<file path="config.mk">
export PLATFORM = sky130hd
export DESIGN_NAME = fp2_arith_top
export DESIGN_NICKNAME = d
export VERILOG_FILES = /design/src/hw/fp_field_pkg.sv /design/src/hw/fp2_op_pkg.sv /design/src/hw/fp_mod_mul.sv /design/src/hw/fp_mod_addsub.sv /design/src/hw/fp_res_arbiter.sv /design/src/hw/fp2_linear_seq.sv /design/src/hw/fp2_mul_seq.sv /design/src/hw/fp2_op_router.sv /design/src/hw/fp2_arith_top.sv
export VERILOG_INCLUDE_DIRS = /design/src /design/src/hw
export SDC_FILE = /design/constraint.sdc
export NUM_CORES = 1
export LEC_CHECK = 0
export BUFFER_PORTS_ARGS = -buffer_cell sky130_fd_sc_hd__buf_2
export CELL_PAD_IN_SITES_DETAIL_PLACEMENT = 1
export CELL_PAD_IN_SITES_GLOBAL_PLACEMENT = 2
export CORE_MARGIN = 5
export CORE_UTILIZATION = 39
export CTS_CLUSTER_SIZE = 12
export DETAILED_ROUTE_END_ITERATION = 8
export PLACE_DENSITY = 0.8
export SYNTH_ARGS = -nofsm -noshare
export SYNTH_HDL_FRONTEND = slang
export SYNTH_HIERARCHICAL = 1
export SYNTH_SLANG_ARGS = --single-unit
</file>
<file path="constraint.sdc">
create_clock -name i_clk -period 7 [get_ports i_clk]
set_clock_uncertainty 0.05 [all_clocks]
set_input_delay 0.7 -clock i_clk [delete_from_list [all_inputs] [get_ports i_clk]]
set_output_delay 0.7 -clock i_clk [all_outputs]
set_load 0.1 [all_outputs]
</file>
<file path="src/hw/fp2_config.svh">
// Fp2 arithmetic constants for field width, prime, reduction and pipeline depth
`ifndef FP2_CONFIG_SVH
`define FP2_CONFIG_SVH

// Element width and prime, p = 2^16 - 17
`define FP_BITS    16
`define FP_MODULUS 65519

// 2^16 mod p, folds the upper half of a product back into the lower half
`define FP_FOLD    17

// Fp multiplier latency in cycles
`define MUL_STAGES 3

// User tag carried with each operation
`define TAG_BITS   4

`endif

</file>
<file path="src/hw/fp_field_pkg.sv">
// Field element types, one Fp element and the Fp2 word with its two views
`include "fp2_config.svh"

package fp_field_pkg;

  // One Fp element
  typedef logic [`FP_BITS-1:0] fe_t;

  // Fp2 element split into its two halves, real part in the low half
  typedef struct packed {
    fe_t im;
    fe_t re;
  } fe2_parts_t;

  // Same word read flat at the ports or split by the sequencers
  typedef union packed {
    logic [2*`FP_BITS-1:0] raw;
    fe2_parts_t            parts;
  } fe2_u;

endpackage

</file>
<file path="src/hw/fp2_op_pkg.sv">
// Operation codes for the Fp2 block and requester ids for the shared add/sub unit
package fp2_op_pkg;

  // Fp2 operation selected with each start
  typedef enum logic [1:0] {
    OP_ADD = 2'd0,
    OP_SUB = 2'd1,
    OP_MUL = 2'd2
  } fp2_op_e;

  // Requester of the shared add/sub unit, also its result tag
  typedef enum logic {
    REQ_LIN = 1'b0,
    REQ_MUL = 1'b1
  } req_id_e;

endpackage

</file>
<file path="src/hw/fp_mod_mul.sv">
// Fp multiplier, pipelined with pseudo-Mersenne folding and a product index carried along
`timescale 1ns/1ns
`include "fp2_config.svh"

module fp_mod_mul (
  input  logic              i_clk,
  input  logic              i_rst,
  input  logic              i_vld,
  input  fp_field_pkg::fe_t i_a,
  input  fp_field_pkg::fe_t i_b,
  input  logic [1:0]        i_idx,
  output logic              o_vld,
  output fp_field_pkg::fe_t o_p,
  output logic [1:0]        o_idx
);
  localparam int W  = `FP_BITS;
  // High half times the fold constant needs five extra bits, the add one more
  localparam int FW = W + 6;
  localparam logic [W-1:0] P = `FP_MODULUS;

  logic [2*W-1:0]         prod_q;
  logic [FW-1:0]          fold_q;
  logic [FW-1:0]          fold1_c;
  logic [W:0]             fold2_c;
  logic [`MUL_STAGES-1:0] vld_q;
  logic [1:0]             idx_q [`MUL_STAGES];

  // First fold, hi*2^16 + lo == hi*17 + lo
  assign fold1_c = FW'(prod_q[W-1:0]) + FW'(prod_q[2*W-1:W]) * FW'(`FP_FOLD);

  // Second fold leaves a value below 2p
  assign fold2_c = (W+1)'(fold_q[W-1:0]) + (W+1)'(fold_q[FW-1:W]) * (W+1)'(`FP_FOLD);

  always_ff @(posedge i_clk) begin
    prod_q <= i_a * i_b;
    fold_q <= fold1_c;
    o_p    <= (fold2_c >= {1'b0, P}) ? W'(fold2_c - {1'b0, P}) : fold2_c[W-1:0];
  end

  // Valid strobe and index ride along the data stages
  always_ff @(posedge i_clk) begin
    if (i_rst) begin
      vld_q <= '0;
    end else begin
      vld_q <= {vld_q[`MUL_STAGES-2:0], i_vld};
    end
  end

  always_ff @(posedge i_clk) begin
    idx_q[0] <= i_idx;
    for (int s = 1; s < `MUL_STAGES; s++) begin
      idx_q[s] <= idx_q[s-1];
    end
  end

  assign o_vld = vld_q[`MUL_STAGES-1];
  assign o_idx = idx_q[`MUL_STAGES-1];

endmodule

</file>
<file path="src/hw/fp_mod_addsub.sv">
// Fp adder/subtractor, one cycle, with a single modular correction step
`timescale 1ns/1ns
`include "fp2_config.svh"

module fp_mod_addsub (
  input  logic                i_clk,
  input  logic                i_rst,
  input  logic                i_vld,
  input  logic                i_sub,
  input  fp_field_pkg::fe_t   i_a,
  input  fp_field_pkg::fe_t   i_b,
  input  fp2_op_pkg::req_id_e i_id,
  output logic                o_vld,
  output fp_field_pkg::fe_t   o_r,
  output fp2_op_pkg::req_id_e o_id
);
  localparam int W = `FP_BITS;
  localparam logic [W-1:0] P = `FP_MODULUS;

  logic [W:0]   sum_c;
  logic [W:0]   dif_c;
  logic [W-1:0] res_c;

  always_comb begin
    sum_c = {1'b0, i_a} + {1'b0, i_b};
    dif_c = {1'b0, i_a} - {1'b0, i_b};
    if (i_sub) begin
      // Borrow out means a < b, add p back
      res_c = dif_c[W] ? dif_c[W-1:0] + P : dif_c[W-1:0];
    end else begin
      res_c = (sum_c >= {1'b0, P}) ? W'(sum_c - {1'b0, P}) : sum_c[W-1:0];
    end
  end

  always_ff @(posedge i_clk) begin
    if (i_rst) begin
      o_vld <= 1'b0;
    end else begin
      o_vld <= i_vld;
    end
  end

  always_ff @(posedge i_clk) begin
    o_r  <= res_c;
    o_id <= i_id;
  end

endmodule

</file>
<file path="src/hw/fp_res_arbiter.sv">
// Round-robin arbiter sharing the add/sub unit between the two Fp2 sequencers
`timescale 1ns/1ns

module fp_res_arbiter (
  input  logic                i_clk,
  input  logic                i_rst,
  input  logic                i_req_lin,
  input  fp_field_pkg::fe_t   i_a_lin,
  input  fp_field_pkg::fe_t   i_b_lin,
  input  logic                i_sub_lin,
  output logic                o_gnt_lin,
  output logic                o_resp_lin,
  output fp_field_pkg::fe_t   o_r_lin,
  input  logic                i_req_mul,
  input  fp_field_pkg::fe_t   i_a_mul,
  input  fp_field_pkg::fe_t   i_b_mul,
  input  logic                i_sub_mul,
  output logic                o_gnt_mul,
  output logic                o_resp_mul,
  output fp_field_pkg::fe_t   o_r_mul,
  output logic                o_vld,
  output logic                o_sub,
  output fp_field_pkg::fe_t   o_a,
  output fp_field_pkg::fe_t   o_b,
  output fp2_op_pkg::req_id_e o_id,
  input  logic                i_vld,
  input  fp_field_pkg::fe_t   i_r,
  input  fp2_op_pkg::req_id_e i_id
);
  import fp2_op_pkg::*;

  // Last winner, the other requester has priority next
  req_id_e last_q;

  assign o_gnt_lin = i_req_lin && (!i_req_mul || last_q == REQ_MUL);
  assign o_gnt_mul = i_req_mul && !o_gnt_lin;

  assign o_vld = o_gnt_lin || o_gnt_mul;
  assign o_id  = o_gnt_mul ? REQ_MUL : REQ_LIN;
  assign o_a   = o_gnt_mul ? i_a_mul : i_a_lin;
  assign o_b   = o_gnt_mul ? i_b_mul : i_b_lin;
  assign o_sub = o_gnt_mul ? i_sub_mul : i_sub_lin;

  always_ff @(posedge i_clk) begin
    if (i_rst) begin
      last_q <= REQ_MUL;
    end else if (o_vld) begin
      last_q <= o_id;
    end
  end

  // Result goes back to whoever issued it
  assign o_resp_lin = i_vld && (i_id == REQ_LIN);
  assign o_resp_mul = i_vld && (i_id == REQ_MUL);
  assign o_r_lin    = i_r;
  assign o_r_mul    = i_r;

endmodule

</file>
<file path="src/hw/fp2_linear_seq.sv">
// Fp2 add/subtract sequencer, real then imaginary part through the shared add/sub unit
`timescale 1ns/1ns
`include "fp2_config.svh"

module fp2_linear_seq (
  input  logic                 i_clk,
  input  logic                 i_rst,
  input  logic                 i_start,
  input  logic                 i_sub,
  input  logic [`TAG_BITS-1:0] i_tag,
  input  fp_field_pkg::fe2_u   i_a,
  input  fp_field_pkg::fe2_u   i_b,
  output logic                 o_busy,
  output logic                 o_done,
  output logic [`TAG_BITS-1:0] o_tag,
  output fp_field_pkg::fe2_u   o_r,
  output logic                 o_req,
  output fp_field_pkg::fe_t    o_ua,
  output fp_field_pkg::fe_t    o_ub,
  output logic                 o_usub,
  input  logic                 i_gnt,
  input  logic                 i_resp,
  input  fp_field_pkg::fe_t    i_ur
);
  import fp_field_pkg::*;

  typedef enum logic [1:0] {S_IDLE, S_RE, S_IM, S_WAIT} state_e;

  state_e state_q;
  fe2_u   a_q;
  fe2_u   b_q;
  logic   sub_q;
  logic   got_re_q;

  always_ff @(posedge i_clk) begin
    if (i_rst) begin
      state_q  <= S_IDLE;
      got_re_q <= 1'b0;
      o_done   <= 1'b0;
    end else begin
      o_done <= 1'b0;
      case (state_q)
        S_IDLE: if (i_start) state_q <= S_RE;
        S_RE:   if (i_gnt) state_q <= S_IM;
        S_IM:   if (i_gnt) state_q <= S_WAIT;
        default: ;
      endcase
      // Responses come back in grant order, real part first
      if (i_resp) begin
        got_re_q <= ~got_re_q;
        if (got_re_q) begin
          o_done  <= 1'b1;
          state_q <= S_IDLE;
        end
      end
    end
  end

  always_ff @(posedge i_clk) begin
    if (i_start && state_q == S_IDLE) begin
      a_q   <= i_a;
      b_q   <= i_b;
      sub_q <= i_sub;
      o_tag <= i_tag;
    end
    if (i_resp) begin
      if (got_re_q) begin
        o_r.parts.im <= i_ur;
      end else begin
        o_r.parts.re <= i_ur;
      end
    end
  end

  assign o_busy = (state_q != S_IDLE);
  assign o_req  = (state_q == S_RE) || (state_q == S_IM);
  assign o_ua   = (state_q == S_IM) ? a_q.parts.im : a_q.parts.re;
  assign o_ub   = (state_q == S_IM) ? b_q.parts.im : b_q.parts.re;
  assign o_usub = sub_q;

endmodule

</file>
<file path="src/hw/fp2_mul_seq.sv">
// Fp2 multiply sequencer, four Fp products then ac-bd and ad+bc on the shared unit
`timescale 1ns/1ns
`include "fp2_config.svh"

module fp2_mul_seq (
  input  logic                 i_clk,
  input  logic                 i_rst,
  input  logic                 i_start,
  input  logic [`TAG_BITS-1:0] i_tag,
  input  fp_field_pkg::fe2_u   i_a,
  input  fp_field_pkg::fe2_u   i_b,
  output logic                 o_busy,
  output logic                 o_done,
  output logic [`TAG_BITS-1:0] o_tag,
  output fp_field_pkg::fe2_u   o_r,
  output logic                 o_mvld,
  output fp_field_pkg::fe_t    o_ma,
  output fp_field_pkg::fe_t    o_mb,
  output logic [1:0]           o_midx,
  input  logic                 i_pvld,
  input  fp_field_pkg::fe_t    i_p,
  input  logic [1:0]           i_pidx,
  output logic                 o_req,
  output fp_field_pkg::fe_t    o_ua,
  output fp_field_pkg::fe_t    o_ub,
  output logic                 o_usub,
  input  logic                 i_gnt,
  input  logic                 i_resp,
  input  fp_field_pkg::fe_t    i_ur
);
  import fp_field_pkg::*;

  typedef enum logic [2:0] {S_IDLE, S_ISSUE, S_PROD, S_SUB, S_ADD, S_WAIT} state_e;

  state_e     state_q;
  logic [1:0] cnt_q;
  logic       got_re_q;
  fe2_u       a_q;
  fe2_u       b_q;
  // Products by index: 0 ac, 1 bd, 2 ad, 3 bc
  fe_t        prod_q [4];

  always_ff @(posedge i_clk) begin
    if (i_rst) begin
      state_q  <= S_IDLE;
      cnt_q    <= 2'd0;
      got_re_q <= 1'b0;
      o_done   <= 1'b0;
    end else begin
      o_done <= 1'b0;
      case (state_q)
        S_IDLE: if (i_start) state_q <= S_ISSUE;
        S_ISSUE: begin
          // Counter wraps back to zero after the fourth product
          cnt_q <= cnt_q + 2'd1;
          if (cnt_q == 2'd3) state_q <= S_PROD;
        end
        // Pipeline is in order, so bc arriving means all four are in
        S_PROD: if (i_pvld && i_pidx == 2'd3) state_q <= S_SUB;
        S_SUB:  if (i_gnt) state_q <= S_ADD;
        S_ADD:  if (i_gnt) state_q <= S_WAIT;
        default: ;
      endcase
      if (i_resp) begin
        got_re_q <= ~got_re_q;
        if (got_re_q) begin
          o_done  <= 1'b1;
          state_q <= S_IDLE;
        end
      end
    end
  end

  always_ff @(posedge i_clk) begin
    if (i_start && state_q == S_IDLE) begin
      a_q   <= i_a;
      b_q   <= i_b;
      o_tag <= i_tag;
    end
    if (i_pvld) begin
      prod_q[i_pidx] <= i_p;
    end
    // ac-bd is granted first, so the first response is the real part
    if (i_resp) begin
      if (got_re_q) begin
        o_r.parts.im <= i_ur;
      end else begin
        o_r.parts.re <= i_ur;
      end
    end
  end

  // Operand select per index, a.im on odd indices, b.im on indices 1 and 2
  assign o_mvld = (state_q == S_ISSUE);
  assign o_midx = cnt_q;
  assign o_ma   = cnt_q[0] ? a_q.parts.im : a_q.parts.re;
  assign o_mb   = (cnt_q[0] ^ cnt_q[1]) ? b_q.parts.im : b_q.parts.re;

  assign o_busy = (state_q != S_IDLE);
  assign o_req  = (state_q == S_SUB) || (state_q == S_ADD);
  assign o_ua   = (state_q == S_ADD) ? prod_q[2] : prod_q[0];
  assign o_ub   = (state_q == S_ADD) ? prod_q[3] : prod_q[1];
  assign o_usub = (state_q == S_SUB);

endmodule

</file>
<file path="src/hw/fp2_op_router.sv">
// Start dispatch to the Fp2 peers with drop on busy, and merge of their done strobes
`timescale 1ns/1ns
`include "fp2_config.svh"

module fp2_op_router (
  input  logic                    i_clk,
  input  logic                    i_rst,
  input  logic                    i_start,
  input  fp2_op_pkg::fp2_op_e     i_op,
  input  logic [`TAG_BITS-1:0]    i_tag,
  input  logic [2*`FP_BITS-1:0]   i_a,
  input  logic [2*`FP_BITS-1:0]   i_b,
  output logic                    o_drop,
  output logic                    o_lin_start,
  output logic                    o_lin_sub,
  output logic                    o_mul_start,
  output logic [`TAG_BITS-1:0]    o_fwd_tag,
  output fp_field_pkg::fe2_u      o_fwd_a,
  output fp_field_pkg::fe2_u      o_fwd_b,
  input  logic                    i_lin_busy,
  input  logic                    i_lin_done,
  input  logic [`TAG_BITS-1:0]    i_lin_tag,
  input  fp_field_pkg::fe2_u      i_lin_r,
  input  logic                    i_mul_busy,
  input  logic                    i_mul_done,
  input  logic [`TAG_BITS-1:0]    i_mul_tag,
  input  fp_field_pkg::fe2_u      i_mul_r,
  output logic                    o_done,
  output logic [`TAG_BITS-1:0]    o_done_tag,
  output logic [2*`FP_BITS-1:0]   o_result
);
  import fp2_op_pkg::*;

  logic                  to_mul;
  logic                  busy_c;
  logic                  hold_vld_q;
  logic [`TAG_BITS-1:0]  hold_tag_q;
  logic [2*`FP_BITS-1:0] hold_r_q;

  assign to_mul      = (i_op == OP_MUL);
  assign busy_c      = to_mul ? i_mul_busy : i_lin_busy;
  assign o_lin_start = i_start && !to_mul && !i_lin_busy;
  assign o_mul_start = i_start && to_mul && !i_mul_busy;
  assign o_lin_sub   = (i_op == OP_SUB);
  assign o_fwd_tag   = i_tag;
  assign o_fwd_a     = i_a;
  assign o_fwd_b     = i_b;

  always_ff @(posedge i_clk) begin
    if (i_rst) begin
      o_drop     <= 1'b0;
      o_done     <= 1'b0;
      hold_vld_q <= 1'b0;
    end else begin
      o_drop     <= i_start && busy_c;
      o_done     <= i_lin_done || i_mul_done || hold_vld_q;
      hold_vld_q <= i_lin_done && i_mul_done;
    end
  end

  // Linear result wins a tie, the multiply result goes out one cycle later
  always_ff @(posedge i_clk) begin
    if (i_lin_done && i_mul_done) begin
      hold_tag_q <= i_mul_tag;
      hold_r_q   <= i_mul_r.raw;
    end
    if (i_lin_done) begin
      o_done_tag <= i_lin_tag;
      o_result   <= i_lin_r.raw;
    end else if (hold_vld_q) begin
      o_done_tag <= hold_tag_q;
      o_result   <= hold_r_q;
    end else if (i_mul_done) begin
      o_done_tag <= i_mul_tag;
      o_result   <= i_mul_r.raw;
    end
  end

endmodule

</file>
<file path="src/hw/fp2_arith_top.sv">
// Fp2 arithmetic top, add/sub/mul peers sharing one Fp add/sub unit
`timescale 1ns/1ns
`include "fp2_config.svh"

module fp2_arith_top (
  input  logic                  i_clk,
  input  logic                  i_rst,
  input  logic                  i_start,
  input  fp2_op_pkg::fp2_op_e   i_op,
  input  logic [`TAG_BITS-1:0]  i_tag,
  input  logic [2*`FP_BITS-1:0] i_a,
  input  logic [2*`FP_BITS-1:0] i_b,
  output logic                  o_done,
  output logic [`TAG_BITS-1:0]  o_done_tag,
  output logic [2*`FP_BITS-1:0] o_result,
  output logic                  o_drop,
  output logic                  o_lin_busy,
  output logic                  o_mul_busy
);
  import fp_field_pkg::*;
  import fp2_op_pkg::*;

  // Router to peers
  logic                 lin_start;
  logic                 lin_sub;
  logic                 mul_start;
  logic [`TAG_BITS-1:0] fwd_tag;
  fe2_u                 fwd_a;
  fe2_u                 fwd_b;
  logic                 lin_done;
  logic [`TAG_BITS-1:0] lin_tag;
  fe2_u                 lin_r;
  logic                 mul_done;
  logic [`TAG_BITS-1:0] mul_tag;
  fe2_u                 mul_r;

  // Peers to arbiter
  logic    lin_req;
  fe_t     lin_ua;
  fe_t     lin_ub;
  logic    lin_usub;
  logic    lin_gnt;
  logic    lin_resp;
  fe_t     lin_ur;
  logic    mul_req;
  fe_t     mul_ua;
  fe_t     mul_ub;
  logic    mul_usub;
  logic    mul_gnt;
  logic    mul_resp;
  fe_t     mul_ur;

  // Arbiter to add/sub unit and back
  logic    u_vld;
  logic    u_sub;
  fe_t     u_a;
  fe_t     u_b;
  req_id_e u_id;
  logic    r_vld;
  fe_t     r_r;
  req_id_e r_id;

  // Multiply peer to Fp multiplier
  logic       m_vld;
  fe_t        m_a;
  fe_t        m_b;
  logic [1:0] m_idx;
  logic       p_vld;
  fe_t        p_p;
  logic [1:0] p_idx;

  fp2_op_router u_router (
    .i_clk(i_clk), .i_rst(i_rst), .i_start(i_start), .i_op(i_op), .i_tag(i_tag),
    .i_a(i_a), .i_b(i_b), .o_drop(o_drop),
    .o_lin_start(lin_start), .o_lin_sub(lin_sub), .o_mul_start(mul_start),
    .o_fwd_tag(fwd_tag), .o_fwd_a(fwd_a), .o_fwd_b(fwd_b),
    .i_lin_busy(o_lin_busy), .i_lin_done(lin_done), .i_lin_tag(lin_tag), .i_lin_r(lin_r),
    .i_mul_busy(o_mul_busy), .i_mul_done(mul_done), .i_mul_tag(mul_tag), .i_mul_r(mul_r),
    .o_done(o_done), .o_done_tag(o_done_tag), .o_result(o_result)
  );

  fp2_linear_seq u_lin (
    .i_clk(i_clk), .i_rst(i_rst), .i_start(lin_start), .i_sub(lin_sub), .i_tag(fwd_tag),
    .i_a(fwd_a), .i_b(fwd_b), .o_busy(o_lin_busy), .o_done(lin_done), .o_tag(lin_tag),
    .o_r(lin_r), .o_req(lin_req), .o_ua(lin_ua), .o_ub(lin_ub), .o_usub(lin_usub),
    .i_gnt(lin_gnt), .i_resp(lin_resp), .i_ur(lin_ur)
  );

  fp2_mul_seq u_mul (
    .i_clk(i_clk), .i_rst(i_rst), .i_start(mul_start), .i_tag(fwd_tag),
    .i_a(fwd_a), .i_b(fwd_b), .o_busy(o_mul_busy), .o_done(mul_done), .o_tag(mul_tag),
    .o_r(mul_r), .o_mvld(m_vld), .o_ma(m_a), .o_mb(m_b), .o_midx(m_idx),
    .i_pvld(p_vld), .i_p(p_p), .i_pidx(p_idx),
    .o_req(mul_req), .o_ua(mul_ua), .o_ub(mul_ub), .o_usub(mul_usub),
    .i_gnt(mul_gnt), .i_resp(mul_resp), .i_ur(mul_ur)
  );

  fp_res_arbiter u_arb (
    .i_clk(i_clk), .i_rst(i_rst),
    .i_req_lin(lin_req), .i_a_lin(lin_ua), .i_b_lin(lin_ub), .i_sub_lin(lin_usub),
    .o_gnt_lin(lin_gnt), .o_resp_lin(lin_resp), .o_r_lin(lin_ur),
    .i_req_mul(mul_req), .i_a_mul(mul_ua), .i_b_mul(mul_ub), .i_sub_mul(mul_usub),
    .o_gnt_mul(mul_gnt), .o_resp_mul(mul_resp), .o_r_mul(mul_ur),
    .o_vld(u_vld), .o_sub(u_sub), .o_a(u_a), .o_b(u_b), .o_id(u_id),
    .i_vld(r_vld), .i_r(r_r), .i_id(r_id)
  );

  fp_mod_addsub u_addsub (
    .i_clk(i_clk), .i_rst(i_rst), .i_vld(u_vld), .i_sub(u_sub), .i_a(u_a), .i_b(u_b),
    .i_id(u_id), .o_vld(r_vld), .o_r(r_r), .o_id(r_id)
  );

  fp_mod_mul u_mul_unit (
    .i_clk(i_clk), .i_rst(i_rst), .i_vld(m_vld), .i_a(m_a), .i_b(m_b), .i_idx(m_idx),
    .o_vld(p_vld), .o_p(p_p), .o_idx(p_idx)
  );

endmodule

</file>
* Word level (Yosys, flattened, before mapping) *
Memory sizes are Yosys's and may differ from the RTL's.
Cells that the tools add are included.

operators by class
  bitwise logic cells = 6
  reduce and logical (&&, ||, !) cells = 35
  add/sub/neg operators = 8
  mux-type cells = 39
  $mul = 3
  magnitude comparators = 2
  equal/unequal tests = 10

operators by type and width
  operator                number
  $mux 16                 12
  $mux 32                 3
  $ge 17x16->1 const B    2
  $mul 16x16->32          1
  $sub 16x16->16 const B  2
  $add 16x21->22          1
  $mul 16x5->21 const B   1
  $mux 3                  7
  $add 16x11->17          1
  $add 16x16->17          1
  $sub 16x16->17          1
  $add 16x16->16 const B  1
  $pmux 3 s5              1
  $logic_and 1x1->1       13
  $mux 4                  3
  $mul 6x5->11 const B    1
  $mux 2                  5
  $eq 2x2->1 const B      4
  $reduce_and 2->1        4
  $mux 1                  7
  $eq 3x2->1 const B      2
  $logic_or 1x1->1        6
  $pmux 2 s3              1
  $reduce_bool 3->1       2
  other kinds (11)        21

word-level totals
  memories kept = 2
  logic and storage cells = 138
  RAM bits = 70
  output and inout port bits = 40
  input bits = 73
  register bits after elaboration = 379

memory list
  name              words  width  rd ports  clocked after Yosys merged registers in  write ports  RTL line           text
  u_mul.prod_q      4      16     4         0                                        1            fp2_mul_seq.sv:41  fe_t prod_q [4];
  u_mul_unit.idx_q  3      2      3         0                                        3            fp_mod_mul.sv:26   logic [1:0] idx_q [`MUL_STAGES];

* Depth between registers and ports, before layout *
  word-level depth = 12
  mapped depth = 27

* Cells and area by module *
The synthesis kept the hierarchy.

by module, submodules not included
  module          cells an instance  area an instance (µm²)  sequential area each (µm²)  times used
  fp_mod_mul      1,431              12,939.9                1,561.5                     1
  fp2_mul_seq     278                6,128.4                 5,064.9                     1
  fp2_linear_seq  165                3,683.5                 3,113.0                     1
  fp2_op_router   273                3,583.4                 2,222.1                     1
  fp_mod_addsub   433                3,330.7                 360.3                       1
  fp_res_arbiter  79                 744.5                   20.0                        1

* Worst setup path after synthesis *
No wires, ideal clock.

  kind = register to register
  start point = reg u_mul.cnt_q[0], in the netlist u_mul/o_midx[0]
  end point = reg u_mul_unit.prod_q[30]
  arrival = 6,674 ps
  library setup time = 72 ps
  clock period less this slack = 6,796 ps
  cell stages (with the launch flop) = 27
  slack = 204 ps
  cell sequence = dfxtp_1 ha_1 buf_2 buf_2 mux2_2 clkbuf_1 nand2_1 fa_1 inv_1 fa_1 inv_1 fa_1 inv_1 fa_1 fa_1 inv_1 fa_1 inv_1 ha_1 o21ai_0 o21bai_1 a211oi_1 o21ai_0 a311oi_1 o31ai_1 a311oi_1 xnor2_1

between the ends
  longest elaborated chain between the ends = 3

ends and longest elaborated chain
  what                    RTL line             text
  from (decl)             fp2_mul_seq.sv:36    logic [1:0] cnt_q;
  from (signal assigned)  fp2_mul_seq.sv:55    cnt_q <= cnt_q + 2'd1;
  $xor 1x1->1             fp2_mul_seq.sv:97    assign o_mb = (cnt_q[0] ^ cnt_q[1]) ? b_q.parts.im : b_q.parts.re;
  $mux 16                 fp2_mul_seq.sv:97
  named net m_b[7]        fp2_arith_top.sv:66  fe_t m_b;
  $mul 16x16->32          fp_mod_mul.sv:35     prod_q <= i_a * i_b;
  to (signal assigned)    fp_mod_mul.sv:35
  to (decl)               fp_mod_mul.sv:21     logic [2*W-1:0] prod_q;

The timed path passes the listed nets, and every way through them passes these cells.
A chain may end at the register's enable or synchronous reset.

* Worst setup path after layout *
Ends and elaborated chain as after synthesis.

==> results.sh <==
export IMPL_drt_pre_antenna_iters=4
export IMPL_yosys_area_share_simple_pct=11.0
export IMPL_antenna_found_initial=2
export IMPL_synthAdderAreaFrac_pct=22.9
export IMPL_muxShareOfSynthArea_pct=6.23
export IMPL_regArea_um2=12300
export IMPL_synth_edff_count=337
export IMPL_synth_top_area_share_pct=33.3
export IMPL_cp_top_family="adder cells"
export IMPL_yosys_warnings=6
export IMPL_grt_most_used_layer="met2"
export IMPL_gp_congestion=0.855
export IMPL_worst_path_buf_inv=7
export IMPL_area_growth_pct=9.24
export IMPL_drv_cap=0
export IMPL_postRouteAntennaNets=0
export IMPL_grt_max_degree=75
export IMPL_synth_area_leaders="edfxtp_1 (33%), fa_1 (14%), ha_1 (9.1%)"
export IMPL_path_max_fanout=8
export IMPL_drt_total_wl_um=77100
export IMPL_drc_errors=0
export IMPL_synth_common_cells="edfxtp_1 (337), inv_1 (330), nand2_1 (221)"
export IMPL_die_h_um=289
export IMPL_multiInputGateArea_um2=15700
export IMPL_core_um2=77300
export IMPL_clock_sinks=448
export IMPL_final_setup_tns_ns=0
export IMPL_yosysSeqAreaShare_pct=40.6
export IMPL_cts_tree="yes"
export IMPL_initial_utilization_pct=39.3
export IMPL_startpoint_type="register"
export IMPL_crit_top_cell="fa_1"
export IMPL_finalCritPeriodShare_pct=96.4
export IMPL_cp_slowest_stage_delay_ns=0.54
export IMPL_yosysUniqueCellTypes=106
export IMPL_finalSetupViolCount=0
export IMPL_syn_area_um2=30400
export IMPL_die_w_um=289
export IMPL_final_nets=3193
export IMPL_drt_iter0_markers=724
export IMPL_clockBufferDepth=3
export IMPL_wire_per_inst_um=20.4
export IMPL_synth_compound_area_share_pct=8.26
export IMPL_syn_mean_instance_area_um2=11.4
export IMPL_use_met3_pct=2.05
export IMPL_largest_register_ffs=64
export IMPL_synth_seq_cells=448
export IMPL_cts_root_buffer="clkbuf_16"
export IMPL_cts_buffers=50
export IMPL_fmax_mhz=148
export IMPL_synth_xor_area_share_pct=2.62
export IMPL_grt_pass1_wl_um=120000
export IMPL_crit_required_ns=7.46
export IMPL_crit_type="register to register"
export IMPL_slew_limit_headroom_pct=19.9
export IMPL_dp_cells=3674
export IMPL_gr_usage_met2_pct=34.3
export IMPL_hold_violations=0
export IMPL_grt_ovfl_total=0
export IMPL_path_clk_slew_ns=0.06
export IMPL_vias=19164
export IMPL_insertion_delay_ns=0.62
export IMPL_worstMarginPinSlew_ns=1.20
export IMPL_rows=102
export IMPL_syn_inst=2659
export IMPL_holdBufCountCts=0
export IMPL_synth_flop_cell="edfxtp_1"
export IMPL_use_met1_pct=22.4
export IMPL_gr_usage_all_layers_pct=18.3
export IMPL_yosysTopAreaCell="edfxtp_1"
export IMPL_via_per_inst=5.08
export IMPL_port_buffers=112
export IMPL_fillers=8365
export IMPL_htreeDepth=2
export IMPL_worst_ep_arrival_time_ns=7.21
export IMPL_slew_violations=0
export IMPL_instances_no_fill=3770
export IMPL_outcome="finished, final reports clean"
export IMPL_hp_class="input pin to register"
export IMPL_regMostFlops="u_mul/prod_q"
export IMPL_ios=113
export IMPL_synthArstFlopShare_pct=0
export IMPL_grt_pass1_vias=21231
export IMPL_drive_gt1_share_pct=16.3
export IMPL_finalWorstPathRequiredPeriod_ns=6.75
export IMPL_synth_fp_nets=3163
export IMPL_slowest_stage="fa_1"
export IMPL_yosys_cell_count_top_type="edfxtp_1"
export IMPL_end_kind="register"
export IMPL_synth_top_family_by_area="adder cells"
export IMPL_dieArea_um2=83700
export IMPL_dpl_hpwl_um=60700
==> cell usage in the layout, fill, tap and decap left out, types with 18 or more instances in the layout <==
cell | Yosys | layout
buf_2 | 17 | 112
o21ai_0 | 77 | 74
ha_1 | 220 | 212
and2_1 | 133 | 132
xnor2_1 | 70 | 70
nor2_1 | 69 | 69
xor2_1 | 19 | 19
a21o_1 | 31 | 31
clkbuf_16 | 0 | 51
inv_1 | 330 | 330
nor2b_1 | 25 | 25
dfxtp_1 | 111 | 107
fa_1 | 211 | 211
nand3_1 | 29 | 29
nand2_1 | 221 | 221
clkbuf_1 | 50 | 18
mux2i_1 | 43 | 43
and3_1 | 27 | 27
mux2_2 | 125 | 120
a21oi_1 | 77 | 76
edfxtp_1 | 337 | 337
buf_4 | 110 | 59
nor3_1 | 40 | 38
==> layer usage <==
metal	up-vias	routed length, um
met1	9802	32400
li1	9043	-
met3	90	2030
met5	-	0
met2	229	41000
met4	0	1690
==> per-stage QoR <==
| step | instance area, um2 | worst slack, ns | hold WS, ns | util (%) |
|---|---|---|---|---|
| global route | 33200 | -0.00569 | 0.188 | 42.9 |
| floorplan | 30400 | 0.204 | 0.260 | - |
| CTS | 33100 | 0.0162 | 0.179 | 42.8 |
| detailed placement | 31400 | 0.0343 | 0.268 | 40.7 |
| global placement | 31400 | 0.163 | 0.262 | 40.7 |
| finish | 33200 | 0.252 | 0.217 | 43.0 |
==> repair_timing <==
item / in CTS / in global routing
pin swaps: 3 / 6
gates cloned: 0 / 0
gates resized for setup: 4 / 28
endpoints found under the setup margin: 1 / 11
buffers inserted: 2 / 1
==> cells by family (layout without fill, tap and decap cells) <==
family          Yosys count  count (layout)
buf+inv                 528             598
simple gates            636             636
xor+xnor                 90              90
other cells               0               1
compound gates          353             353
fa+ha+maj               431             431
flops                   448             448
mux                     173             173
==> area by class of cell <==
type | instances | share of cell area (%)
sequential | 448 | 37.2
tap | 1040 | 3.92
timing repair buffer | 173 | 3.10
inverter | 333 | 3.76
clock buffer | 76 | 4.34
multi-input combinational | 1683 | 47.2
clock inverter | 16 | 0.505
antenna | 1 | 0.00753
==> path summary, 6_finish.rpt <==
check | startpoint | endpoint | slack [ns] | cells after the start
max | u_mul/o_midx[0] | u_mul_unit/prod_q[30] | 0.25 | 25
min | i_tag[0] | u_lin/o_tag[0] | 0.22 | 1
max reg2reg | u_mul/o_midx[0] | u_mul_unit/prod_q[30] | 0.25 | 25
min reg2reg | u_mul_unit/idx_q[0][0] | u_mul_unit/idx_q[0][2] | 0.28 | 0
Power is left out: the tool's default activity adds up to more than one toggle a clock period on the data nets, which glitch-free logic cannot reach.
